<file path="config.mk">
export PLATFORM = sky130hd
export DESIGN_NAME = core_top
export DESIGN_NICKNAME = d
export VERILOG_FILES = /design/src/core_pkg.sv /design/src/alu.sv /design/src/regfile.sv /design/src/id_stage.sv /design/src/issue_stage.sv /design/src/commit_stage.sv /design/src/perf_counters.sv /design/src/core_top.sv
export SDC_FILE = /design/constraint.sdc
export NUM_CORES = 2
export LEC_CHECK = 0
export ABC_CLOCK_PERIOD_IN_PS = 5600
export BUFFER_PORTS_ARGS = -buffer_cell sky130_fd_sc_hd__buf_2
export CORE_MARGIN = 10
export CORE_UTILIZATION = 45
export CTS_BUF_LIST = sky130_fd_sc_hd__clkbuf_2 sky130_fd_sc_hd__clkbuf_4 sky130_fd_sc_hd__clkbuf_8
export CTS_CLUSTER_SIZE = 16
export DETAILED_ROUTE_END_ITERATION = 12
export PLACE_DENSITY = 0.6
export REMOVE_ABC_BUFFERS = 1
export SLEW_MARGIN = 5
export SYNTH_ARGS = -nofsm -noshare
export SYNTH_HDL_FRONTEND = slang
export SYNTH_SLANG_ARGS = --single-unit
</file>
<file path="constraint.sdc">
create_clock -name clk_i -period 5.6 [get_ports clk_i]
set_input_delay 0.56 -clock clk_i [delete_from_list [all_inputs] [get_ports clk_i]]
set_output_delay 0.56 -clock clk_i [all_outputs]
set_load 0.03 [all_outputs]
</file>
<file path="src/core_pkg.sv">
`default_nettype none

package core_pkg;

  localparam int XLEN       = 32;
  localparam int REG_ADDR_W = 5;
  localparam int ALU_OP_W   = 3;

  // ----------------------------------------
  // alu operation codes
  // ----------------------------------------
  localparam logic [ALU_OP_W-1:0] ALU_ADD = 3'd0;
  localparam logic [ALU_OP_W-1:0] ALU_SUB = 3'd1;
  localparam logic [ALU_OP_W-1:0] ALU_AND = 3'd2;
  localparam logic [ALU_OP_W-1:0] ALU_OR  = 3'd3;
  localparam logic [ALU_OP_W-1:0] ALU_XOR = 3'd4;

  // major opcodes of the supported subset
  localparam logic [6:0] OPC_OP     = 7'b0110011;
  localparam logic [6:0] OPC_OP_IMM = 7'b0010011;

  localparam logic [2:0] F3_ADD_SUB = 3'b000;
  localparam logic [2:0] F3_XOR     = 3'b100;
  localparam logic [2:0] F3_OR      = 3'b110;
  localparam logic [2:0] F3_AND     = 3'b111;

  localparam logic [6:0] F7_BASE = 7'b0000000;
  localparam logic [6:0] F7_SUB  = 7'b0100000;

  // one instruction word seen as R-type or I-type
  typedef union packed {
    struct packed {
      logic [6:0]            funct7;
      logic [REG_ADDR_W-1:0] rs2;
      logic [REG_ADDR_W-1:0] rs1;
      logic [2:0]            funct3;
      logic [REG_ADDR_W-1:0] rd;
      logic [6:0]            opcode;
    } r;
    struct packed {
      logic [11:0]           imm;
      logic [REG_ADDR_W-1:0] rs1;
      logic [2:0]            funct3;
      logic [REG_ADDR_W-1:0] rd;
      logic [6:0]            opcode;
    } i;
  } instr_t;

endpackage

`default_nettype wire

</file>
<file path="src/alu.sv">
`timescale 1ns/100ps
`default_nettype none

module alu import core_pkg::*; (
  input  wire logic [ALU_OP_W-1:0] op_i,
  input  wire logic [XLEN-1:0]     a_i,
  input  wire logic [XLEN-1:0]     b_i,
  output logic [XLEN-1:0]          result_o
);

  // sums wrap at the word width
  always_comb begin
    case (op_i)
      ALU_ADD: result_o = a_i + b_i;
      ALU_SUB: result_o = a_i - b_i;
      ALU_AND: result_o = a_i & b_i;
      ALU_OR:  result_o = a_i | b_i;
      ALU_XOR: result_o = a_i ^ b_i;
      default: result_o = '0;
    endcase
  end

endmodule

`default_nettype wire

</file>
<file path="src/regfile.sv">
`timescale 1ns/100ps
`default_nettype none

module regfile import core_pkg::*; (
  input  wire logic                  clk_i,
  input  wire logic                  rst_ni,
  input  wire logic [REG_ADDR_W-1:0] raddr_a_i,
  input  wire logic [REG_ADDR_W-1:0] raddr_b_i,
  output logic [XLEN-1:0]            rdata_a_o,
  output logic [XLEN-1:0]            rdata_b_o,
  input  wire logic                  we_i,
  input  wire logic [REG_ADDR_W-1:0] waddr_i,
  input  wire logic [XLEN-1:0]       wdata_i
);

  // x1..x31, x0 has no storage
  logic [XLEN-1:0] regs_q [1:31];

  always_ff @(posedge clk_i or negedge rst_ni) begin
    if (!rst_ni) begin
      for (int i = 1; i < 32; i++) begin
        regs_q[i] <= '0;
      end
    end else if (we_i && waddr_i != '0) begin
      regs_q[waddr_i] <= wdata_i;
    end
  end

  assign rdata_a_o = (raddr_a_i == '0) ? '0 : regs_q[raddr_a_i];
  assign rdata_b_o = (raddr_b_i == '0) ? '0 : regs_q[raddr_b_i];

  // commit filters rd 0 out of the write enable
  assert property (@(posedge clk_i) disable iff (!rst_ni)
    we_i |-> waddr_i != '0);

endmodule

`default_nettype wire

</file>
<file path="src/id_stage.sv">
`timescale 1ns/100ps
`default_nettype none

module id_stage import core_pkg::*; (
  input  wire logic                  clk_i,
  input  wire logic                  rst_ni,
  input  wire logic                  instr_valid_i,
  output logic                       instr_ready_o,
  input  wire logic [31:0]           instr_i,
  output logic                       dec_valid_o,
  input  wire logic                  dec_ready_i,
  output logic [REG_ADDR_W-1:0]      rs1_o,
  output logic [REG_ADDR_W-1:0]      rs2_o,
  output logic [REG_ADDR_W-1:0]      rd_o,
  output logic [XLEN-1:0]            imm_o,
  output logic                       use_imm_o,
  output logic [ALU_OP_W-1:0]        alu_op_o,
  output logic                       illegal_o,
  output logic [31:0]                tval_o
);

  logic                  instr_valid_q;
  instr_t                instr_q;
  logic                  out_ready;
  logic                  move;
  logic [REG_ADDR_W-1:0] rs1_d;
  logic [REG_ADDR_W-1:0] rs2_d;
  logic [REG_ADDR_W-1:0] rd_d;
  logic [XLEN-1:0]       imm_d;
  logic                  use_imm_d;
  logic [ALU_OP_W-1:0]   alu_op_d;
  logic                  illegal_d;

  // output slot frees up when empty or draining
  assign out_ready     = ~dec_valid_o | dec_ready_i;
  assign instr_ready_o = ~instr_valid_q | out_ready;
  assign move          = instr_valid_q & out_ready;

  // ----------------------------------------
  // decode
  // ----------------------------------------
  always_comb begin
    rs1_d     = instr_q.r.rs1;
    rs2_d     = '0;
    rd_d      = instr_q.r.rd;
    imm_d     = '0;
    use_imm_d = 1'b0;
    alu_op_d  = ALU_ADD;
    illegal_d = 1'b0;
    case (instr_q.r.opcode)
      OPC_OP: begin
        rs2_d = instr_q.r.rs2;
        if (instr_q.r.funct7 == F7_SUB && instr_q.r.funct3 == F3_ADD_SUB) begin
          alu_op_d = ALU_SUB;
        end else if (instr_q.r.funct7 != F7_BASE) begin
          illegal_d = 1'b1;
        end else begin
          case (instr_q.r.funct3)
            F3_ADD_SUB: alu_op_d = ALU_ADD;
            F3_XOR:     alu_op_d = ALU_XOR;
            F3_OR:      alu_op_d = ALU_OR;
            F3_AND:     alu_op_d = ALU_AND;
            default:    illegal_d = 1'b1;
          endcase
        end
      end
      OPC_OP_IMM: begin
        imm_d     = {{(XLEN-12){instr_q.i.imm[11]}}, instr_q.i.imm};
        use_imm_d = 1'b1;
        case (instr_q.i.funct3)
          F3_ADD_SUB: alu_op_d = ALU_ADD;
          F3_XOR:     alu_op_d = ALU_XOR;
          F3_OR:      alu_op_d = ALU_OR;
          F3_AND:     alu_op_d = ALU_AND;
          default:    illegal_d = 1'b1;
        endcase
      end
      default: illegal_d = 1'b1;
    endcase
    // an illegal word names no registers
    if (illegal_d) begin
      rs1_d = '0;
      rs2_d = '0;
      rd_d  = '0;
      imm_d = '0;
    end
  end

  always_ff @(posedge clk_i or negedge rst_ni) begin
    if (!rst_ni) begin
      instr_valid_q <= 1'b0;
      dec_valid_o   <= 1'b0;
    end else begin
      if (instr_valid_i && instr_ready_o) begin
        instr_valid_q <= 1'b1;
      end else if (move) begin
        instr_valid_q <= 1'b0;
      end
      if (move) begin
        dec_valid_o <= 1'b1;
      end else if (dec_ready_i) begin
        dec_valid_o <= 1'b0;
      end
    end
  end

  always_ff @(posedge clk_i) begin
    if (instr_valid_i && instr_ready_o) begin
      instr_q <= instr_i;
    end
    if (move) begin
      rs1_o     <= rs1_d;
      rs2_o     <= rs2_d;
      rd_o      <= rd_d;
      imm_o     <= imm_d;
      use_imm_o <= use_imm_d;
      alu_op_o  <= alu_op_d;
      illegal_o <= illegal_d;
      tval_o    <= instr_q;
    end
  end

  // held item must not change while issue is blocked
  assert property (@(posedge clk_i) disable iff (!rst_ni)
    dec_valid_o && !dec_ready_i |=> dec_valid_o &&
      $stable({rs1_o, rs2_o, rd_o, imm_o, use_imm_o, alu_op_o, illegal_o, tval_o}));

endmodule

`default_nettype wire

</file>
<file path="src/issue_stage.sv">
`timescale 1ns/100ps
`default_nettype none

module issue_stage import core_pkg::*; (
  input  wire logic                  clk_i,
  input  wire logic                  rst_ni,
  input  wire logic                  dec_valid_i,
  output logic                       dec_ready_o,
  input  wire logic [REG_ADDR_W-1:0] rs1_i,
  input  wire logic [REG_ADDR_W-1:0] rs2_i,
  input  wire logic [REG_ADDR_W-1:0] rd_i,
  input  wire logic [XLEN-1:0]       imm_i,
  input  wire logic                  use_imm_i,
  input  wire logic [ALU_OP_W-1:0]   alu_op_i,
  input  wire logic                  illegal_i,
  input  wire logic [31:0]           tval_i,
  output logic                       iss_valid_o,
  input  wire logic                  iss_ready_i,
  output logic [REG_ADDR_W-1:0]      iss_rd_o,
  output logic [XLEN-1:0]            iss_result_o,
  output logic                       iss_illegal_o,
  output logic [31:0]                iss_tval_o,
  input  wire logic                  cm_valid_i,
  input  wire logic [REG_ADDR_W-1:0] cm_rd_i,
  input  wire logic [XLEN-1:0]       cm_result_i,
  input  wire logic                  wb_en_i,
  input  wire logic [REG_ADDR_W-1:0] wb_rd_i,
  input  wire logic [XLEN-1:0]       wb_data_i
);

  logic [XLEN-1:0] rf_a;
  logic [XLEN-1:0] rf_b;
  logic [XLEN-1:0] op_a;
  logic [XLEN-1:0] rs2_val;
  logic [XLEN-1:0] op_b;
  logic            fwd_a;
  logic            fwd_b;

  regfile u_regfile (
    .clk_i     ( clk_i     ),
    .rst_ni    ( rst_ni    ),
    .raddr_a_i ( rs1_i     ),
    .raddr_b_i ( rs2_i     ),
    .rdata_a_o ( rf_a      ),
    .rdata_b_o ( rf_b      ),
    .we_i      ( wb_en_i   ),
    .waddr_i   ( wb_rd_i   ),
    .wdata_i   ( wb_data_i )
  );

  // ----------------------------------------
  // operand forwarding from commit
  // ----------------------------------------
  // commit still holds a result the regfile has not seen yet
  assign fwd_a = cm_valid_i && (cm_rd_i == rs1_i) && (rs1_i != '0);
  assign fwd_b = cm_valid_i && (cm_rd_i == rs2_i) && (rs2_i != '0);

  assign op_a    = fwd_a ? cm_result_i : rf_a;
  assign rs2_val = fwd_b ? cm_result_i : rf_b;
  assign op_b    = use_imm_i ? imm_i : rs2_val;

  alu u_alu (
    .op_i     ( alu_op_i     ),
    .a_i      ( op_a         ),
    .b_i      ( op_b         ),
    .result_o ( iss_result_o )
  );

  // no storage here, the item passes straight on to commit
  assign iss_valid_o   = dec_valid_i;
  assign dec_ready_o   = iss_ready_i;
  assign iss_rd_o      = rd_i;
  assign iss_illegal_o = illegal_i;
  assign iss_tval_o    = tval_i;

endmodule

`default_nettype wire

</file>
<file path="src/commit_stage.sv">
`timescale 1ns/100ps
`default_nettype none

module commit_stage import core_pkg::*; (
  input  wire logic                  clk_i,
  input  wire logic                  rst_ni,
  input  wire logic                  iss_valid_i,
  output logic                       iss_ready_o,
  input  wire logic [REG_ADDR_W-1:0] iss_rd_i,
  input  wire logic [XLEN-1:0]       iss_result_i,
  input  wire logic                  iss_illegal_i,
  input  wire logic [31:0]           iss_tval_i,
  output logic                       cm_valid_o,
  output logic [REG_ADDR_W-1:0]      cm_rd_o,
  output logic [XLEN-1:0]            cm_result_o,
  output logic                       wb_en_o,
  output logic [REG_ADDR_W-1:0]      wb_rd_o,
  output logic [XLEN-1:0]            wb_data_o,
  output logic                       commit_valid_o,
  input  wire logic                  commit_ready_i,
  output logic [REG_ADDR_W-1:0]      commit_rd_o,
  output logic [XLEN-1:0]            commit_wdata_o,
  output logic                       commit_illegal_o,
  output logic [31:0]                commit_tval_o,
  output logic                       retire_o,
  output logic                       retire_illegal_o
);

  logic                  valid_q;
  logic [REG_ADDR_W-1:0] rd_q;
  logic [XLEN-1:0]       result_q;
  logic                  illegal_q;
  logic [31:0]           tval_q;
  logic                  retire;

  assign retire      = valid_q & commit_ready_i;
  assign iss_ready_o = ~valid_q | commit_ready_i;

  always_ff @(posedge clk_i or negedge rst_ni) begin
    if (!rst_ni) begin
      valid_q <= 1'b0;
    end else if (iss_valid_i && iss_ready_o) begin
      valid_q <= 1'b1;
    end else if (retire) begin
      valid_q <= 1'b0;
    end
  end

  always_ff @(posedge clk_i) begin
    if (iss_valid_i && iss_ready_o) begin
      rd_q      <= iss_rd_i;
      result_q  <= iss_result_i;
      illegal_q <= iss_illegal_i;
      tval_q    <= iss_tval_i;
    end
  end

  // ----------------------------------------
  // forwarding and write back
  // ----------------------------------------
  assign cm_valid_o  = valid_q & ~illegal_q;
  assign cm_rd_o     = rd_q;
  assign cm_result_o = result_q;

  assign wb_en_o   = retire & ~illegal_q & (rd_q != '0);
  assign wb_rd_o   = rd_q;
  assign wb_data_o = result_q;

  // commit port
  assign commit_valid_o   = valid_q;
  assign commit_rd_o      = rd_q;
  assign commit_wdata_o   = illegal_q ? '0 : result_q;
  assign commit_illegal_o = illegal_q;
  assign commit_tval_o    = tval_q;

  assign retire_o         = retire;
  assign retire_illegal_o = retire & illegal_q;

  // a stalled commit keeps its item on the port
  assert property (@(posedge clk_i) disable iff (!rst_ni)
    commit_valid_o && !commit_ready_i |=> commit_valid_o &&
      $stable({commit_rd_o, commit_wdata_o, commit_illegal_o, commit_tval_o}));

endmodule

`default_nettype wire

</file>
<file path="src/perf_counters.sv">
`timescale 1ns/100ps
`default_nettype none

module perf_counters #(
  parameter int CountWidth = 32
) (
  input  wire logic                  clk_i,
  input  wire logic                  rst_ni,
  input  wire logic                  retire_i,
  input  wire logic                  retire_illegal_i,
  output logic [CountWidth-1:0]      instret_o,
  output logic [CountWidth-1:0]      illegal_count_o
);

  // both counters stick at all ones
  always_ff @(posedge clk_i or negedge rst_ni) begin
    if (!rst_ni) begin
      instret_o       <= '0;
      illegal_count_o <= '0;
    end else begin
      if (retire_i && instret_o != '1) begin
        instret_o <= instret_o + 1'b1;
      end
      if (retire_illegal_i && illegal_count_o != '1) begin
        illegal_count_o <= illegal_count_o + 1'b1;
      end
    end
  end

endmodule

`default_nettype wire

</file>
<file path="src/core_top.sv">
`timescale 1ns/100ps
`default_nettype none

module core_top import core_pkg::*; #(
  parameter int CountWidth = 32
) (
  input  wire logic                  clk_i,
  input  wire logic                  rst_ni,
  input  wire logic                  instr_valid_i,
  output logic                       instr_ready_o,
  input  wire logic [31:0]           instr_i,
  output logic                       commit_valid_o,
  input  wire logic                  commit_ready_i,
  output logic [REG_ADDR_W-1:0]      commit_rd_o,
  output logic [XLEN-1:0]            commit_wdata_o,
  output logic                       commit_illegal_o,
  output logic [31:0]                commit_tval_o,
  output logic [CountWidth-1:0]      instret_o,
  output logic [CountWidth-1:0]      illegal_count_o
);

  // ----------------------------------------
  // decode to issue
  // ----------------------------------------
  logic                  dec_valid;
  logic                  dec_ready;
  logic [REG_ADDR_W-1:0] dec_rs1;
  logic [REG_ADDR_W-1:0] dec_rs2;
  logic [REG_ADDR_W-1:0] dec_rd;
  logic [XLEN-1:0]       dec_imm;
  logic                  dec_use_imm;
  logic [ALU_OP_W-1:0]   dec_alu_op;
  logic                  dec_illegal;
  logic [31:0]           dec_tval;

  // issue to commit
  logic                  iss_valid;
  logic                  iss_ready;
  logic [REG_ADDR_W-1:0] iss_rd;
  logic [XLEN-1:0]       iss_result;
  logic                  iss_illegal;
  logic [31:0]           iss_tval;

  // commit back to issue
  logic                  cm_valid;
  logic [REG_ADDR_W-1:0] cm_rd;
  logic [XLEN-1:0]       cm_result;
  logic                  wb_en;
  logic [REG_ADDR_W-1:0] wb_rd;
  logic [XLEN-1:0]       wb_data;

  logic                  retire;
  logic                  retire_illegal;

  id_stage u_id_stage (
    .clk_i         ( clk_i         ),
    .rst_ni        ( rst_ni        ),
    .instr_valid_i ( instr_valid_i ),
    .instr_ready_o ( instr_ready_o ),
    .instr_i       ( instr_i       ),
    .dec_valid_o   ( dec_valid     ),
    .dec_ready_i   ( dec_ready     ),
    .rs1_o         ( dec_rs1       ),
    .rs2_o         ( dec_rs2       ),
    .rd_o          ( dec_rd        ),
    .imm_o         ( dec_imm       ),
    .use_imm_o     ( dec_use_imm   ),
    .alu_op_o      ( dec_alu_op    ),
    .illegal_o     ( dec_illegal   ),
    .tval_o        ( dec_tval      )
  );

  issue_stage u_issue_stage (
    .clk_i         ( clk_i         ),
    .rst_ni        ( rst_ni        ),
    .dec_valid_i   ( dec_valid     ),
    .dec_ready_o   ( dec_ready     ),
    .rs1_i         ( dec_rs1       ),
    .rs2_i         ( dec_rs2       ),
    .rd_i          ( dec_rd        ),
    .imm_i         ( dec_imm       ),
    .use_imm_i     ( dec_use_imm   ),
    .alu_op_i      ( dec_alu_op    ),
    .illegal_i     ( dec_illegal   ),
    .tval_i        ( dec_tval      ),
    .iss_valid_o   ( iss_valid     ),
    .iss_ready_i   ( iss_ready     ),
    .iss_rd_o      ( iss_rd        ),
    .iss_result_o  ( iss_result    ),
    .iss_illegal_o ( iss_illegal   ),
    .iss_tval_o    ( iss_tval      ),
    .cm_valid_i    ( cm_valid      ),
    .cm_rd_i       ( cm_rd         ),
    .cm_result_i   ( cm_result     ),
    .wb_en_i       ( wb_en         ),
    .wb_rd_i       ( wb_rd         ),
    .wb_data_i     ( wb_data       )
  );

  commit_stage u_commit_stage (
    .clk_i            ( clk_i            ),
    .rst_ni           ( rst_ni           ),
    .iss_valid_i      ( iss_valid        ),
    .iss_ready_o      ( iss_ready        ),
    .iss_rd_i         ( iss_rd           ),
    .iss_result_i     ( iss_result       ),
    .iss_illegal_i    ( iss_illegal      ),
    .iss_tval_i       ( iss_tval         ),
    .cm_valid_o       ( cm_valid         ),
    .cm_rd_o          ( cm_rd            ),
    .cm_result_o      ( cm_result        ),
    .wb_en_o          ( wb_en            ),
    .wb_rd_o          ( wb_rd            ),
    .wb_data_o        ( wb_data          ),
    .commit_valid_o   ( commit_valid_o   ),
    .commit_ready_i   ( commit_ready_i   ),
    .commit_rd_o      ( commit_rd_o      ),
    .commit_wdata_o   ( commit_wdata_o   ),
    .commit_illegal_o ( commit_illegal_o ),
    .commit_tval_o    ( commit_tval_o    ),
    .retire_o         ( retire           ),
    .retire_illegal_o ( retire_illegal   )
  );

  perf_counters #(
    .CountWidth ( CountWidth )
  ) u_perf_counters (
    .clk_i            ( clk_i           ),
    .rst_ni           ( rst_ni          ),
    .retire_i         ( retire          ),
    .retire_illegal_i ( retire_illegal  ),
    .instret_o        ( instret_o       ),
    .illegal_count_o  ( illegal_count_o )
  );

endmodule

`default_nettype wire

</file>
==> results.cfg <==
[finish]
final.fill_count = 12259
fin_util = 0.532
post_route_cells_drive_above_1_share = 0.514
areaGrowthSynthToFinish_pct = 18.0
layoutNonFillerInstCount = 7325
num-nets-final = 5366

[logic_synthesis]
yosys-top-cells-area = sky130_fd_sc_hd__dfrtp_1, sky130_fd_sc_hd__mux2_2, sky130_fd_sc_hd__mux4_2, sky130_fd_sc_hd__edfxtp_1, sky130_fd_sc_hd__ha_1
postSynth.topFlopCell = sky130_fd_sc_hd__dfrtp_1
synth_enable_flop_cells = 166
ys_types = 91
yosys.area.top_type = sky130_fd_sc_hd__dfrtp_1
yosysSeqAreaShare = 0.473
post_synth_instance_area_um2 = 66500
syn_avg_cell_area_um2 = 14.2
number_of_synthesized_register_bits = 1225
yosys-top-cells-count = sky130_fd_sc_hd__dfrtp_1, sky130_fd_sc_hd__mux2_2, sky130_fd_sc_hd__mux4_2
synthCells = 4684
post-synth-top-count-cell = sky130_fd_sc_hd__dfrtp_1
yosysWarnings = 0
fraction_of_post_synthesis_cell_area_in_the_top_cell_type_by_area = 0.399
asyncSetResetFlopFracSynth = 0.864

[grt]
gr-usage-met2 = 0.416
global_route.usage.met1 = 0.377
grt.met3_usage = 0.0583
wire_length_of_the_first_global_routing_pass_um = 328000
grt_antenna_before_repair = 9
number_of_global_route_vias_before_repair = 46168
global_route.usage.total = 0.271
grt_max_degree = 143
global_route.peak_usage_layer = met2
grt_overflow = 0

[sta]
layout_setup_ws_ns = -0.0831
max_freq_ghz = 0.176
finClkSkew_ns = 0.0343
pin_slew_with_the_least_headroom_to_its_limit_ns = 1.17
rsz0062_at_grt = yes
number_of_hold_slack_violations_in_the_final_timing_report = 0
slew_headroom = 0.219
final.setup.tns_ns = -0.193
period_needed_ns = 5.68
final_min_period_over_clock_period = 1.01
setup-violations-final = 4
final_number_of_max_transition_violations = 0

[place]
place.detailed.instances = 6873
placement.io_buffers = 171
place_worst_setup_slack_ns = -0.414
dpl.hpwl_um = 141000
gp_routability_congestion = 0.923

[critical_path]
timing.critical_path.fanout_max = 4
cp.required_ns = 6.30
timing.critical_path.slowest_stage_cell = sky130_fd_sc_hd__or4_4
cp_capture_type = flop
arrival_ns = 6.38
critPathMaxStageDelay_ns = 0.52
ff2ff_setup_slack_ns = -0.08
worstSetupPathType = reg2reg
critical-path-top-cell-by-count = sky130_fd_sc_hd__buf_6
crit_path_start_kind = flop

[drt]
drt_pre_antenna_iters = 10
post-route-drc-count = 2
vias_per_cell = 6.31
route.antenna.remaining_nets = 0
vias = 46191
drtIter0Drc = 4532
wirelength_um = 226000
post_drt_wl_per_cell_um = 30.8

[clock_network]
clock_latency_ns = 0.96
cts_inserted_buffers = 207
htree_levels = 4
cts_root_buffer = sky130_fd_sc_hd__clkbuf_8
tritoncts = yes
clock-sinks = 1225
clkTransAtPathRegs_ns = 0.06
cts.path.max_buffers = 3

[power]
static-leakage-power_nw = 36.2
power_density_nw_per_um2 = 270
irDropWorstVdd_uv = 191
overall_power_after_layout_w = 0.0212

[status]
violated_checks = design-rule violations, negative setup slack
outcome = finished, violations left

[floorplan]
io_pins = 172
rows = 141
starting_density_of_the_core = 0.451
die_height_um = 404
die_area_um2 = 164000
core_area_um2 = 147000
die_width_um = 404

[run]
max_cap_viol_count = 0

[worst_hold_path]
worstHoldPathType = in2async
## area by class of cell
class | instances | area [um^2] | share of cell area
inverter | 85 | 319 | 0.00407
antenna | 3 | 7.51 | 0.0000957
clock inverter | 58 | 469 | 0.00598
tap | 1930 | 2410 | 0.0308
multi-input combinational | 2960 | 33600 | 0.428
timing repair buffer | 751 | 6230 | 0.0795
sequential | 1225 | 31500 | 0.401
clock buffer | 313 | 3920 | 0.0500
## worst paths after layout
check	depth (start not counted)	from	end
min in group clk_i	2	instr_i[24]	u_id_stage.instr_q[24]
hold reg to reg	0	u_id_stage.tval_o[31]	u_commit_stage.commit_tval_o[31]
setup reg to reg	30	u_id_stage.rs2_o[0]	u_commit_stage.cm_result_o[25]
setup / recovery	30	u_id_stage.rs2_o[0]	u_commit_stage.cm_result_o[25]
max in group asynchronous	3	rst_ni	u_issue_stage.u_regfile.regs_q[74]
hold / removal	2	rst_ni	u_issue_stage.u_regfile.regs_q[925]
## cell usage in the layout, fill, tap and decap left out, types with 22 or more instances in the layout
| master | synthesis | layout |
|---|---|---|
| sky130_fd_sc_hd__a21o_1 | 45 | 45 |
| sky130_fd_sc_hd__a21oi_1 | 77 | 61 |
| sky130_fd_sc_hd__a22o_1 | 34 | 34 |
| sky130_fd_sc_hd__a22oi_1 | 52 | 51 |
| sky130_fd_sc_hd__and2_1 | 42 | 39 |
| sky130_fd_sc_hd__and3_1 | 23 | 22 |
| sky130_fd_sc_hd__buf_12 | 4 | 57 |
| sky130_fd_sc_hd__buf_2 | 31 | 170 |
| sky130_fd_sc_hd__buf_4 | 16 | 461 |
| sky130_fd_sc_hd__clkbuf_4 | 0 | 62 |
| sky130_fd_sc_hd__clkbuf_8 | 0 | 251 |
| sky130_fd_sc_hd__clkinv_2 | 0 | 27 |
| sky130_fd_sc_hd__dfrtp_1 | 1059 | 1059 |
| sky130_fd_sc_hd__dlygate4sd3_1 | 0 | 36 |
| sky130_fd_sc_hd__edfxtp_1 | 166 | 166 |
| sky130_fd_sc_hd__ha_1 | 99 | 98 |
| sky130_fd_sc_hd__inv_1 | 79 | 78 |
| sky130_fd_sc_hd__mux2_2 | 1035 | 1034 |
| sky130_fd_sc_hd__mux2i_1 | 79 | 77 |
| sky130_fd_sc_hd__mux4_2 | 505 | 505 |
| sky130_fd_sc_hd__nand2_1 | 166 | 151 |
| sky130_fd_sc_hd__nand3_1 | 44 | 41 |
| sky130_fd_sc_hd__nand4_1 | 24 | 24 |
| sky130_fd_sc_hd__nor2_1 | 169 | 148 |
| sky130_fd_sc_hd__nor2b_1 | 50 | 45 |
| sky130_fd_sc_hd__o21ai_0 | 75 | 64 |
| sky130_fd_sc_hd__xnor2_1 | 93 | 89 |
| sky130_fd_sc_hd__xor2_1 | 34 | 34 |
## what timing repair did
item | 4_1_cts | 5_1_grt
endpoints found under the setup margin | 12 | 21
endpoints found under the hold margin | 109 | 0
buffers inserted | 27 | 15
resized for setup | 63 | 83
hold buffers | 36 | 0
pin swaps | 49 | 50
gates cloned | 1 | 2
## layer usage
metal | wire length [um] | vias to the layer above
met5 | 13 | -
met4 | 9090 | 2
met3 | 19200 | 483
met2 | 103000 | 2055
met1 | 94500 | 24674
li1 | - | 18977
## logic make-up after synthesis
kind of cell	count (synthesis)	synth area share
DFF	1225	0.473
adders and majority gates	100	0.0189
and+or+nand+nor	625	0.0465
muxes	1627	0.361
AOI/OAI and AO/OA	481	0.0507
buffers and inverters	499	0.0324
xor gates and xnor gates	127	0.0167
## through the flow
| stage | cell area, um^2 | hold slack (ns) |
|---|---|---|
| after floorplan | 64700 | 0.264 |
| after global placement | 72600 | 0.402 |
| after CTS | 77900 | 0.206 |
| after global routing | 78400 | 0.295 |
| after detailed placement | 72600 | 0.405 |
| final | 78400 | 0.252 |
## registers in the layout, indices dropped and copies added (netlist names)
signal,flops
u_id_stage.rs1_o,5
u_commit_stage.commit_tval_o,32
u_id_stage.illegal_o,1
u_commit_stage.cm_rd_o,5
u_issue_stage.u_regfile.regs_q,992
u_id_stage.tval_o,32
u_commit_stage.cm_result_o,32
u_id_stage.rs2_o,5
u_id_stage.instr_valid_q,1
u_perf_counters.illegal_count_o,32
u_id_stage.imm_o,12
u_commit_stage.commit_valid_o,1
u_id_stage.alu_op_o,3
u_perf_counters.instret_o,32
u_id_stage.use_imm_o,1
u_id_stage.dec_valid_o,1
u_id_stage.instr_q,32
u_commit_stage.commit_illegal_o,1
u_id_stage.rd_o,5
## power breakdown
part	total [W]	internal (W)	switching (W)
clock	0.00857	0.00473	0.00384
combinational	0.00316	0.00117	0.00198
sequential	0.00946	0.00928	0.000178
total	0.0212	0.0152	0.00600
## worst max-delay path, delay by kind of cell (launching register included)
kind / cells / cell delay (ns)
simple gates: 7 / 1.37
xor+xnor: 2 / 0.30
mux: 1 / 0.42
compound gates: 10 / 1.34
fa+ha+maj: 2 / 0.49
flops: 1 / 0.44
buf+inv: 8 / 1.06
(Power assumes the default switching activity.)
